<file path="src/source/tlk2711_tx_macros.svh">
// tlk2711 tx widths and depths shared by packages and modules
`ifndef TLK2711_TX_MACROS_SVH
`define TLK2711_TX_MACROS_SVH

// byte address width of the memory side
`define TX_ADDR_WIDTH 32

// byte length fields
`define TX_DLEN_WIDTH 16

// memory word and stream word, 8 bytes
`define TX_WORD_WIDTH 64

// command fifo entries
`define TX_FIFO_DEPTH 4

// flat command word, address plus length
`define TX_CMD_WIDTH (`TX_ADDR_WIDTH + `TX_DLEN_WIDTH)

`endif

</file>
<file path="src/source/tlk2711_tx_pkg.sv">
// tlk2711 tx package: transfer configuration and tx mode encoding
`include "tlk2711_tx_macros.svh"

package tlk2711_tx_pkg;

    // tx mode field of the control register
    // only normal and specific modes move memory data
    typedef enum logic [2:0] {
        NORM_MODE     = 3'd0,
        KCODE_MODE    = 3'd1,
        TEST_MODE     = 3'd2, // chip to chip test pattern
        SPECIFIC_MODE = 3'd3
    } tx_mode_e;

    // transfer setup, sampled on a qualified start
    // lengths are in bytes, not yet aligned
    typedef struct packed {
        // byte address of the first body frame
        logic [`TX_ADDR_WIDTH-1:0] base_addr;
        logic [`TX_DLEN_WIDTH-1:0] body_len;
        logic [`TX_DLEN_WIDTH-1:0] tail_len;
        // body frames sent before the single tail
        logic [`TX_DLEN_WIDTH-1:0] body_num;
    } tx_cfg_t;

endpackage

</file>
<file path="src/source/tlk2711_dma_pkg.sv">
// tlk2711 dma package: read command word and outgoing stream word
`include "tlk2711_tx_macros.svh"

package tlk2711_dma_pkg;

    // one dma read command
    // start address in the high bits, byte count low
    typedef struct packed {
        logic [`TX_ADDR_WIDTH-1:0] saddr;
        logic [`TX_DLEN_WIDTH-1:0] byte_len;
    } dma_cmd_t;

    // same command word, field view or flat storage view
    // fifo keeps raw, generator and reader use the fields
    typedef union packed {
        dma_cmd_t                 cmd;
        logic [`TX_CMD_WIDTH-1:0] raw;
    } dma_cmd_word_u;

    // stream word toward the serializer
    typedef struct packed {
        logic [`TX_WORD_WIDTH-1:0] data;
        // final word of a command
        logic                      last;
    } tx_word_t;

endpackage

</file>
<file path="src/source/tlk2711_tx_cmd.sv">
// tlk2711 tx command generator: splits a frame transfer into aligned dma read commands
`timescale 1ns/1ps
`include "tlk2711_tx_macros.svh"

module tlk2711_tx_cmd (
    input  logic                           clk,
    input  logic                           rst,
    input  logic                           i_soft_rst,
    // start and transfer setup
    input  logic                           i_tx_start,
    input  tlk2711_tx_pkg::tx_mode_e       i_tx_mode,
    input  tlk2711_tx_pkg::tx_cfg_t        i_tx_cfg,
    // four-phase link toward the command fifo
    input  logic                           i_cmd_ack,
    output logic                           o_cmd_req,
    output tlk2711_dma_pkg::dma_cmd_word_u o_cmd,
    // completion from the reader
    input  logic                           i_cmd_done,
    output logic                           o_tx_busy,
    output logic                           o_tx_done
);

    import tlk2711_tx_pkg::*;

    typedef enum logic [2:0] {
        ST_IDLE,
        ST_ISSUE,
        ST_ACK_HI,
        ST_ACK_LO,
        ST_DRAIN
    } cmd_state_e;

    cmd_state_e                state;
    logic                      mode_ok;
    logic                      start_d;
    logic                      start_edge;
    logic                      tx_start;
    logic                      is_tail;
    logic [`TX_ADDR_WIDTH-1:0] rd_addr;
    logic [`TX_DLEN_WIDTH-1:0] body_al;
    logic [`TX_DLEN_WIDTH-1:0] tail_al;
    logic [`TX_DLEN_WIDTH-1:0] body_num;
    logic [`TX_DLEN_WIDTH-1:0] issue_cnt;
    logic [`TX_DLEN_WIDTH-1:0] done_cnt;

    // round a byte count up to whole 8-byte words
    function automatic logic [`TX_DLEN_WIDTH-1:0] align8(
        input logic [`TX_DLEN_WIDTH-1:0] len
    );
        logic [`TX_DLEN_WIDTH-1:0] up;
        up = len + `TX_DLEN_WIDTH'(7);
        return {up[`TX_DLEN_WIDTH-1:3], 3'b000};
    endfunction

    //////////////////////////////////////////////////
    // start qualification
    //////////////////////////////////////////////////

    // kcode and test traffic never reach the dma path
    assign mode_ok    = (i_tx_mode == NORM_MODE) || (i_tx_mode == SPECIFIC_MODE);
    assign start_edge = i_tx_start & mode_ok & ~start_d;

    // edge history survives soft reset, a held start must not retrigger
    always_ff @(posedge clk) begin
        if (rst) begin
            start_d <= 1'b0;
        end else begin
            start_d <= i_tx_start & mode_ok;
        end
    end

    always_ff @(posedge clk) begin
        if (rst || i_soft_rst) begin
            tx_start <= 1'b0;
        end else begin
            tx_start <= start_edge;
        end
    end

    //////////////////////////////////////////////////
    // transfer setup and address walk
    //////////////////////////////////////////////////

    always_ff @(posedge clk) begin
        if (state == ST_IDLE && tx_start) begin
            rd_addr  <= i_tx_cfg.base_addr;
            body_al  <= align8(i_tx_cfg.body_len);
            tail_al  <= align8(i_tx_cfg.tail_len);
            body_num <= i_tx_cfg.body_num;
        end else if (state == ST_ACK_HI && i_cmd_ack) begin
            // next frame starts one aligned body further on
            rd_addr <= rd_addr + `TX_ADDR_WIDTH'(body_al);
        end
    end

    // body_num bodies first, then the tail once
    assign is_tail = (issue_cnt == body_num);
    assign o_cmd.cmd = '{saddr: rd_addr, byte_len: is_tail ? tail_al : body_al};
    assign o_tx_busy = (state != ST_IDLE);

    //////////////////////////////////////////////////
    // command issue fsm and completion count
    //////////////////////////////////////////////////

    always_ff @(posedge clk) begin
        if (rst || i_soft_rst) begin
            state     <= ST_IDLE;
            o_cmd_req <= 1'b0;
            o_tx_done <= 1'b0;
            issue_cnt <= '0;
            done_cnt  <= '0;
        end else begin
            o_tx_done <= 1'b0;
            case (state)
                ST_IDLE: begin
                    if (tx_start) begin
                        state     <= ST_ISSUE;
                        issue_cnt <= '0;
                        done_cnt  <= '0;
                    end
                end
                ST_ISSUE: begin
                    // address and length already stable here
                    o_cmd_req <= 1'b1;
                    state     <= ST_ACK_HI;
                end
                ST_ACK_HI: begin
                    if (i_cmd_ack) begin
                        o_cmd_req <= 1'b0;
                        issue_cnt <= issue_cnt + 1'b1;
                        state     <= is_tail ? ST_DRAIN : ST_ACK_LO;
                    end
                end
                ST_ACK_LO: begin
                    // close the handshake before the next req
                    if (!i_cmd_ack) begin
                        state <= ST_ISSUE;
                    end
                end
                default: begin
                    // drain, wait for the reader to finish
                end
            endcase

            // completions may overlap issuing, counted in any busy state
            if (state != ST_IDLE && i_cmd_done) begin
                if (done_cnt == body_num) begin
                    o_tx_done <= 1'b1;
                    state     <= ST_IDLE;
                end else begin
                    done_cnt <= done_cnt + 1'b1;
                end
            end
        end
    end

endmodule

</file>
<file path="src/source/tlk2711_cmd_fifo.sv">
// tlk2711 command fifo: buffers dma commands between two four-phase links
`timescale 1ns/1ps
`include "tlk2711_tx_macros.svh"

module tlk2711_cmd_fifo (
    input  logic                           clk,
    input  logic                           rst,
    input  logic                           i_soft_rst,
    // write side, from the generator
    input  logic                           i_wr_req,
    input  tlk2711_dma_pkg::dma_cmd_word_u i_wr_data,
    output logic                           o_wr_ack,
    // read side, toward the reader
    input  logic                           i_rd_ack,
    output logic                           o_rd_req,
    output tlk2711_dma_pkg::dma_cmd_word_u o_rd_data
);

    localparam int DEPTH = `TX_FIFO_DEPTH;
    localparam int PTR_W = $clog2(DEPTH);

    logic [`TX_CMD_WIDTH-1:0] mem [DEPTH];
    logic [PTR_W-1:0]         wr_ptr;
    logic [PTR_W-1:0]         rd_ptr;
    logic [PTR_W:0]           count;
    logic                     full;
    logic                     empty;
    logic                     push;
    logic                     pop;

    // wrap for any depth, not only powers of two
    function automatic logic [PTR_W-1:0] next_ptr(input logic [PTR_W-1:0] ptr);
        return (ptr == PTR_W'(DEPTH - 1)) ? '0 : ptr + 1'b1;
    endfunction

    assign full  = (count == DEPTH[PTR_W:0]);
    assign empty = (count == '0);

    // store on the ack rise, only with room
    assign push = i_wr_req & ~o_wr_ack & ~full;
    // pop on the reader's ack rise
    assign pop  = o_rd_req & i_rd_ack;

    // storage, raw view only
    always_ff @(posedge clk) begin
        if (push) begin
            mem[wr_ptr] <= i_wr_data.raw;
        end
    end

    assign o_rd_data.raw = mem[rd_ptr];

    always_ff @(posedge clk) begin
        if (rst || i_soft_rst) begin
            o_wr_ack <= 1'b0;
            o_rd_req <= 1'b0;
            wr_ptr   <= '0;
            rd_ptr   <= '0;
            count    <= '0;
        end else begin
            // write handshake
            if (push) begin
                o_wr_ack <= 1'b1;
                wr_ptr   <= next_ptr(wr_ptr);
            end else if (o_wr_ack && !i_wr_req) begin
                o_wr_ack <= 1'b0;
            end

            // read handshake, new req only once the old ack is gone
            if (pop) begin
                o_rd_req <= 1'b0;
                rd_ptr   <= next_ptr(rd_ptr);
            end else if (!o_rd_req && !i_rd_ack && !empty) begin
                o_rd_req <= 1'b1;
            end

            // push and pop may land together
            count <= count + {{PTR_W{1'b0}}, push} - {{PTR_W{1'b0}}, pop};
        end
    end

endmodule

</file>
<file path="src/source/tlk2711_dma_reader.sv">
// tlk2711 dma reader: fetches command words from memory and streams them out
`timescale 1ns/1ps
`include "tlk2711_tx_macros.svh"

module tlk2711_dma_reader (
    input  logic                           clk,
    input  logic                           rst,
    input  logic                           i_soft_rst,
    // four-phase command link from the fifo
    input  logic                           i_cmd_req,
    input  tlk2711_dma_pkg::dma_cmd_word_u i_cmd,
    output logic                           o_cmd_ack,
    // combinational memory read port
    output logic [`TX_ADDR_WIDTH-1:0]      o_mem_addr,
    input  logic [`TX_WORD_WIDTH-1:0]      i_mem_data,
    // word stream
    output logic                           o_tx_valid,
    output tlk2711_dma_pkg::tx_word_t      o_tx_word,
    input  logic                           i_tx_ready,
    // end of each command
    output logic                           o_cmd_done
);

    typedef enum logic [1:0] {
        RD_IDLE,
        RD_LOAD,
        RD_RUN
    } rd_state_e;

    rd_state_e                 state;
    logic [`TX_ADDR_WIDTH-4:0] word_addr;
    logic [`TX_DLEN_WIDTH-4:0] words_left;
    logic                      take;
    logic                      accept;
    logic                      last_word;
    logic                      empty_done;

    // take a command only while idle and after the last ack closed
    assign take      = (state == RD_IDLE) & i_cmd_req & ~o_cmd_ack;
    assign accept    = o_tx_valid & i_tx_ready;
    assign last_word = (words_left == 1);

    assign o_mem_addr = {word_addr, 3'b000};
    assign o_tx_valid = (state == RD_RUN);
    // memory data passes straight through, held by a held address
    assign o_tx_word  = '{data: i_mem_data, last: last_word};

    // zero-length command still completes, without any word
    assign o_cmd_done = (accept & last_word) | empty_done;

    //////////////////////////////////////////////////
    // word address and remaining count
    //////////////////////////////////////////////////

    always_ff @(posedge clk) begin
        if (take) begin
            word_addr  <= i_cmd.cmd.saddr[`TX_ADDR_WIDTH-1:3];
            words_left <= i_cmd.cmd.byte_len[`TX_DLEN_WIDTH-1:3];
        end else if (accept) begin
            // step only on a transferred word
            word_addr  <= word_addr + 1'b1;
            words_left <= words_left - 1'b1;
        end
    end

    //////////////////////////////////////////////////
    // command handshake and stream control
    //////////////////////////////////////////////////

    always_ff @(posedge clk) begin
        if (rst || i_soft_rst) begin
            state      <= RD_IDLE;
            o_cmd_ack  <= 1'b0;
            empty_done <= 1'b0;
        end else begin
            empty_done <= 1'b0;

            // ack falls once the fifo drops req
            if (take) begin
                o_cmd_ack <= 1'b1;
            end else if (o_cmd_ack && !i_cmd_req) begin
                o_cmd_ack <= 1'b0;
            end

            case (state)
                RD_IDLE: begin
                    if (take) begin
                        state <= RD_LOAD;
                    end
                end
                RD_LOAD: begin
                    // count loaded, first word shows next cycle
                    if (words_left == '0) begin
                        empty_done <= 1'b1;
                        state      <= RD_IDLE;
                    end else begin
                        state <= RD_RUN;
                    end
                end
                RD_RUN: begin
                    if (accept && last_word) begin
                        state <= RD_IDLE;
                    end
                end
                default: begin
                    state <= RD_IDLE;
                end
            endcase
        end
    end

endmodule

</file>
<file path="src/source/tlk2711_tx_top.sv">
// tlk2711 tx top: command generator, command fifo and dma reader
`timescale 1ns/1ps
`include "tlk2711_tx_macros.svh"

module tlk2711_tx_top (
    input  logic                      clk,
    input  logic                      rst,
    input  logic                      i_soft_rst,
    // transfer request
    input  logic                      i_tx_start,
    input  tlk2711_tx_pkg::tx_mode_e  i_tx_mode,
    input  tlk2711_tx_pkg::tx_cfg_t   i_tx_cfg,
    // memory read port
    output logic [`TX_ADDR_WIDTH-1:0] o_mem_addr,
    input  logic [`TX_WORD_WIDTH-1:0] i_mem_data,
    // word stream toward the serializer
    output logic                      o_tx_valid,
    output tlk2711_dma_pkg::tx_word_t o_tx_word,
    input  logic                      i_tx_ready,
    // transfer status
    output logic                      o_tx_busy,
    output logic                      o_tx_done
);

    import tlk2711_dma_pkg::*;

    // generator to fifo
    logic          gen_req;
    logic          gen_ack;
    dma_cmd_word_u gen_cmd;
    // fifo to reader
    logic          rd_req;
    logic          rd_ack;
    dma_cmd_word_u rd_cmd;
    // reader back to generator
    logic          cmd_done;

    tlk2711_tx_cmd u_tx_cmd (
        .clk        (clk),
        .rst        (rst),
        .i_soft_rst (i_soft_rst),
        .i_tx_start (i_tx_start),
        .i_tx_mode  (i_tx_mode),
        .i_tx_cfg   (i_tx_cfg),
        .i_cmd_ack  (gen_ack),
        .o_cmd_req  (gen_req),
        .o_cmd      (gen_cmd),
        .i_cmd_done (cmd_done),
        .o_tx_busy  (o_tx_busy),
        .o_tx_done  (o_tx_done)
    );

    tlk2711_cmd_fifo u_cmd_fifo (
        .clk        (clk),
        .rst        (rst),
        .i_soft_rst (i_soft_rst),
        .i_wr_req   (gen_req),
        .i_wr_data  (gen_cmd),
        .o_wr_ack   (gen_ack),
        .i_rd_ack   (rd_ack),
        .o_rd_req   (rd_req),
        .o_rd_data  (rd_cmd)
    );

    tlk2711_dma_reader u_dma_reader (
        .clk        (clk),
        .rst        (rst),
        .i_soft_rst (i_soft_rst),
        .i_cmd_req  (rd_req),
        .i_cmd      (rd_cmd),
        .o_cmd_ack  (rd_ack),
        .o_mem_addr (o_mem_addr),
        .i_mem_data (i_mem_data),
        .o_tx_valid (o_tx_valid),
        .o_tx_word  (o_tx_word),
        .i_tx_ready (i_tx_ready),
        .o_cmd_done (cmd_done)
    );

endmodule

</file>
<file path="config.mk">
export PLATFORM = sky130hd
export DESIGN_NAME = tlk2711_tx_top
export DESIGN_NICKNAME = d
export VERILOG_FILES = /design/src/source/tlk2711_tx_pkg.sv /design/src/source/tlk2711_dma_pkg.sv /design/src/source/tlk2711_tx_cmd.sv /design/src/source/tlk2711_cmd_fifo.sv /design/src/source/tlk2711_dma_reader.sv /design/src/source/tlk2711_tx_top.sv
export VERILOG_INCLUDE_DIRS = /design/src /design/src/source
export SDC_FILE = /design/constraint.sdc
export NUM_CORES = 1
export LEC_CHECK = 0
export BUFFER_PORTS_ARGS = -buffer_cell sky130_fd_sc_hd__buf_2
export CAP_MARGIN = 20
export CELL_PAD_IN_SITES_DETAIL_PLACEMENT = 1
export CELL_PAD_IN_SITES_GLOBAL_PLACEMENT = 2
export CORE_ASPECT_RATIO = 0.75
export CORE_MARGIN = 3
export CORE_UTILIZATION = 39
export DETAILED_ROUTE_END_ITERATION = 8
export MAX_ROUTING_LAYER = met4
export PLACE_DENSITY_LB_ADDON = 0.1
export SLEW_MARGIN = 20
export SYNTH_ARGS = -nofsm -noshare
export SYNTH_HDL_FRONTEND = slang
export SYNTH_SLANG_ARGS = --single-unit
</file>
<file path="constraint.sdc">
create_clock -name clk -period 3.4 [get_ports clk]
set_input_delay 0.34 -clock clk [delete_from_list [all_inputs] [get_ports clk]]
set_output_delay 0.34 -clock clk [all_outputs]
set_load 0.03 [all_outputs]
</file>
==> impl_metrics.toml <==
[global_route]
grt_pass1_wl_um = 57390
grt_pass1_vias = 9880
track_usage_pct = 17.91
grt_antenna_before_repair = 0
grt-ovfl-total = 0
grt_max_degree = 84

[logic_synthesis]
ys_seq_area_share_pct = 61.22
post_synth_num_cell_types = 63
synthArstFlopShare_pct = 0
syn_inst = 1196
synth-seq-cells = 335
netlist_area_mm2 = 0.01555
synth_warnings = 0
synth_edf_count = 281
syn_avg_cell_area_um2 = 13.00
synthFlopType = "edfxtp_1"

[power]
p_leak_nw = 5.853
p_per_area_mw_per_mm2 = 484.2
peakVddDrop_v = 0.0004283

[die]
fp.dieArea_mm2 = 0.04233
design.core.area_mm2 = 0.03879
die_h_um = 178.9
die_w_um = 236.6
io_pins = 252
rows = 62
initial_core_util_pct = 40.09

[layout]
fin_util_pct = 45.55
nets = 1458
final_cell_area_mm2 = 0.01767
final_cells = 1818
final_cell_mix = "281 x edfxtp_1, 117 x buf_2, 116 x nand2_1"
antenna_cells = 0
final_common_cell = "edfxtp_1"
drive_above_1_share_pct = 20.67
syn_to_final_growth_pct = 13.61
fill_cells = 3993

[detailed_routing]
wl_met2_um = 16790
drtIter0Drc = 514
final_antenna_net_count = 0
top_layer_used = "met4"
drt-total-wl_um = 36340
met3WireLength_um = 1346
drt-met1-wl_um = 17740
drt_pre_antenna_iters = 4
wl_per_cell_um = 19.99
viasPerCell = 5.149
via_count = 9361
drc = 0

[setup_path]
worstPathRequired_ns = 3.66
worst_setup_path_start_kind = "flop"
path_max_fanout = 8
crit_type = "reg2reg"
crit_path_end_kind = "flop"
cpMaxStageDelayCell = "fa_1"
cp_data_arrival_time_ns = 3.40
worstPathCellList = "ha_1, fa_1, a211oi_1, o21ai_1, a31oi_1, o21a_1, nor3b_1, xnor2_1, o21ai_0"
cpPeakStageDelay_ns = 0.46

[placed_design]
dpl.hpwl_um = 25070
place.port_buffers = 117
place_inst = 1737
dpl_cell_area_mm2 = 0.01633
gp_congestion = 0.8203

[cts]
cts_setup_buffers = 0
post_cts_resized = 0
cts-buffers-inserted = 36
clockBufferDepth = 3
cts.sinks = 335
h-tree-depth = 2
clk_latency_ns = 0.52
path_clk_slew_ns = 0.06
cts_root_buf = "clkbuf_16"
cts_tree = "yes"

[timing]
period_share_pct = 92.29
rsz0062_at_grt = "false"
setup_tns_ns = 0
clock_skew_ns = 0.01458
hold_viol = 0
tightest_slew_ns = 0.7571
setup_viol = 0
maxSlewViolCount = 0
max_freq_mhz = 318.7
holdWs_ns = 0.02414
maxSlewHeadroom_pct = 49.53
fin_crit_ns = 3.138

[status]
status = "completed"

[job]
maxCapViolations = 0

[min_path]
hold_class = "in2reg"
cell usage after synthesis (2+ instances only):
| cell | count | share of area, % |
|---|---|---|
| a211oi_1 | 5 | 0.24 |
| a21o_1 | 2 | 0.097 |
| a21oi_1 | 35 | 1.1 |
| a31o_2 | 2 | 0.11 |
| a31oi_1 | 3 | 0.12 |
| and2_1 | 6 | 0.24 |
| and3_1 | 23 | 0.93 |
| and4_1 | 5 | 0.28 |
| buf_1 | 7 | 0.17 |
| buf_2 | 2 | 0.064 |
| buf_4 | 68 | 3.3 |
| clkbuf_1 | 33 | 0.80 |
| dfxtp_1 | 54 | 7.0 |
| edfxtp_1 | 281 | 54 |
| fa_1 | 2 | 0.26 |
| ha_1 | 25 | 2.0 |
| inv_1 | 23 | 0.56 |
| mux2_2 | 14 | 1.0 |
| mux2i_1 | 3 | 0.19 |
| mux4_2 | 42 | 6.1 |
| nand2_1 | 116 | 2.8 |
| nand2b_1 | 6 | 0.24 |
| nand3_1 | 34 | 1.1 |
| nand3b_1 | 2 | 0.097 |
| nand4_1 | 18 | 0.72 |
| nor2_1 | 78 | 1.9 |
| nor2b_1 | 3 | 0.12 |
| nor3_1 | 24 | 0.77 |
| nor3b_1 | 3 | 0.14 |
| nor4_1 | 10 | 0.40 |
| o2111ai_1 | 3 | 0.17 |
| o211ai_1 | 7 | 0.34 |
| o21a_1 | 4 | 0.19 |
| o21ai_0 | 75 | 2.4 |
| o31ai_1 | 5 | 0.24 |
| or2_2 | 2 | 0.080 |
| or3_1 | 11 | 0.44 |
| or4_1 | 4 | 0.19 |
| xnor2_1 | 81 | 4.6 |
| xor2_1 | 52 | 2.9 |
metrics by stage:
stage,setup slack (ns),total power [W]
after floorplan,0.4314,0.004750
after global placement,0.2637,0.004704
after detailed placement,0.2325,0.004708
after CTS,0.2131,0.008677
after global routing,0.02779,0.008871
final,0.2622,0.008554
repair_timing:
item                                    4_1_cts  5_1_grt
hold buffers                                 16        0
endpoints found under the setup margin        0        0
hold endpoints to repair                     16        0
critical path, delay by kind of cell, from the launching register on:
kind,cells,cell delay (ns)
AO/OA/AOI/OAI,5,1.39
AND/OR/NAND/NOR,1,0.13
flip-flops,1,0.44
adder cells (fa/ha/maj),2,0.77
XOR/XNOR,1,0.15
power by group:
part           leakage, nW  switching, W  internal (W)
clock network        0.577       0.00163       0.00230
registers             2.96     0.0000144       0.00442
logic                 2.31      0.000103     0.0000890
sequential cells by signal, summed over array words and instances, names as in the netlist, 2 cells and up, named ones only:
name / count
u_tx_cmd.issue_cnt: 16
u_cmd_fifo.count: 3
u_tx_cmd.body_al: 13
u_tx_cmd.tail_al: 13
u_cmd_fifo.wr_ptr: 2
u_tx_cmd.rd_addr: 29
u_cmd_fifo.rd_ptr: 2
u_cmd_fifo.mem: 168
u_tx_cmd.state: 3
u_tx_cmd.body_num: 16
u_tx_cmd.done_cnt: 16
u_dma_reader.word_addr: 29
u_dma_reader.words_left: 13
u_dma_reader.state: 2
layout make-up:
type | count | area [µm²] | share of cell area, %
clock inverters | 21 | 196.4 | 1.112
flip-flops and latches | 335 | 9522 | 53.90
multi-input cells | 729 | 5290 | 29.94
inverters | 24 | 90.09 | 0.5099
repair buffers | 153 | 945.9 | 5.354
clock buffers | 44 | 982.2 | 5.560
well taps | 512 | 640.6 | 3.626
kinds of logic after synthesis:
family	Yosys count	synth area share, %
AND/OR/NAND/NOR	353	11.06
flip-flops	335	61.22
AO/OA/AOI/OAI	154	5.761
buffers and inverters	134	4.892
XOR/XNOR	133	7.491
multiplexers	59	7.290
adder cells (fa/ha/maj)	27	2.269
other	1	0.02412
final timing paths:
path	startpoint	slack [ns]	endpoint	cells after the start
max	u_tx_cmd.rd_addr[3]	0.26	u_tx_cmd.rd_addr[25]	9
min	i_soft_rst	0.02	u_dma_reader.empty_done	2
max reg2reg	u_tx_cmd.rd_addr[3]	0.26	u_tx_cmd.rd_addr[25]	9
min reg2reg	u_tx_cmd.start_d	0.44	u_tx_cmd.tx_start	1
routing by layer:
metal,vias to the layer above,global-route usage [%]
li1,4495,-
met1,4651,24.83
met2,175,28.25
met3,40,2.983
met4,0,3.424
met5,-,-
Power figures use the tool's default switching activity.
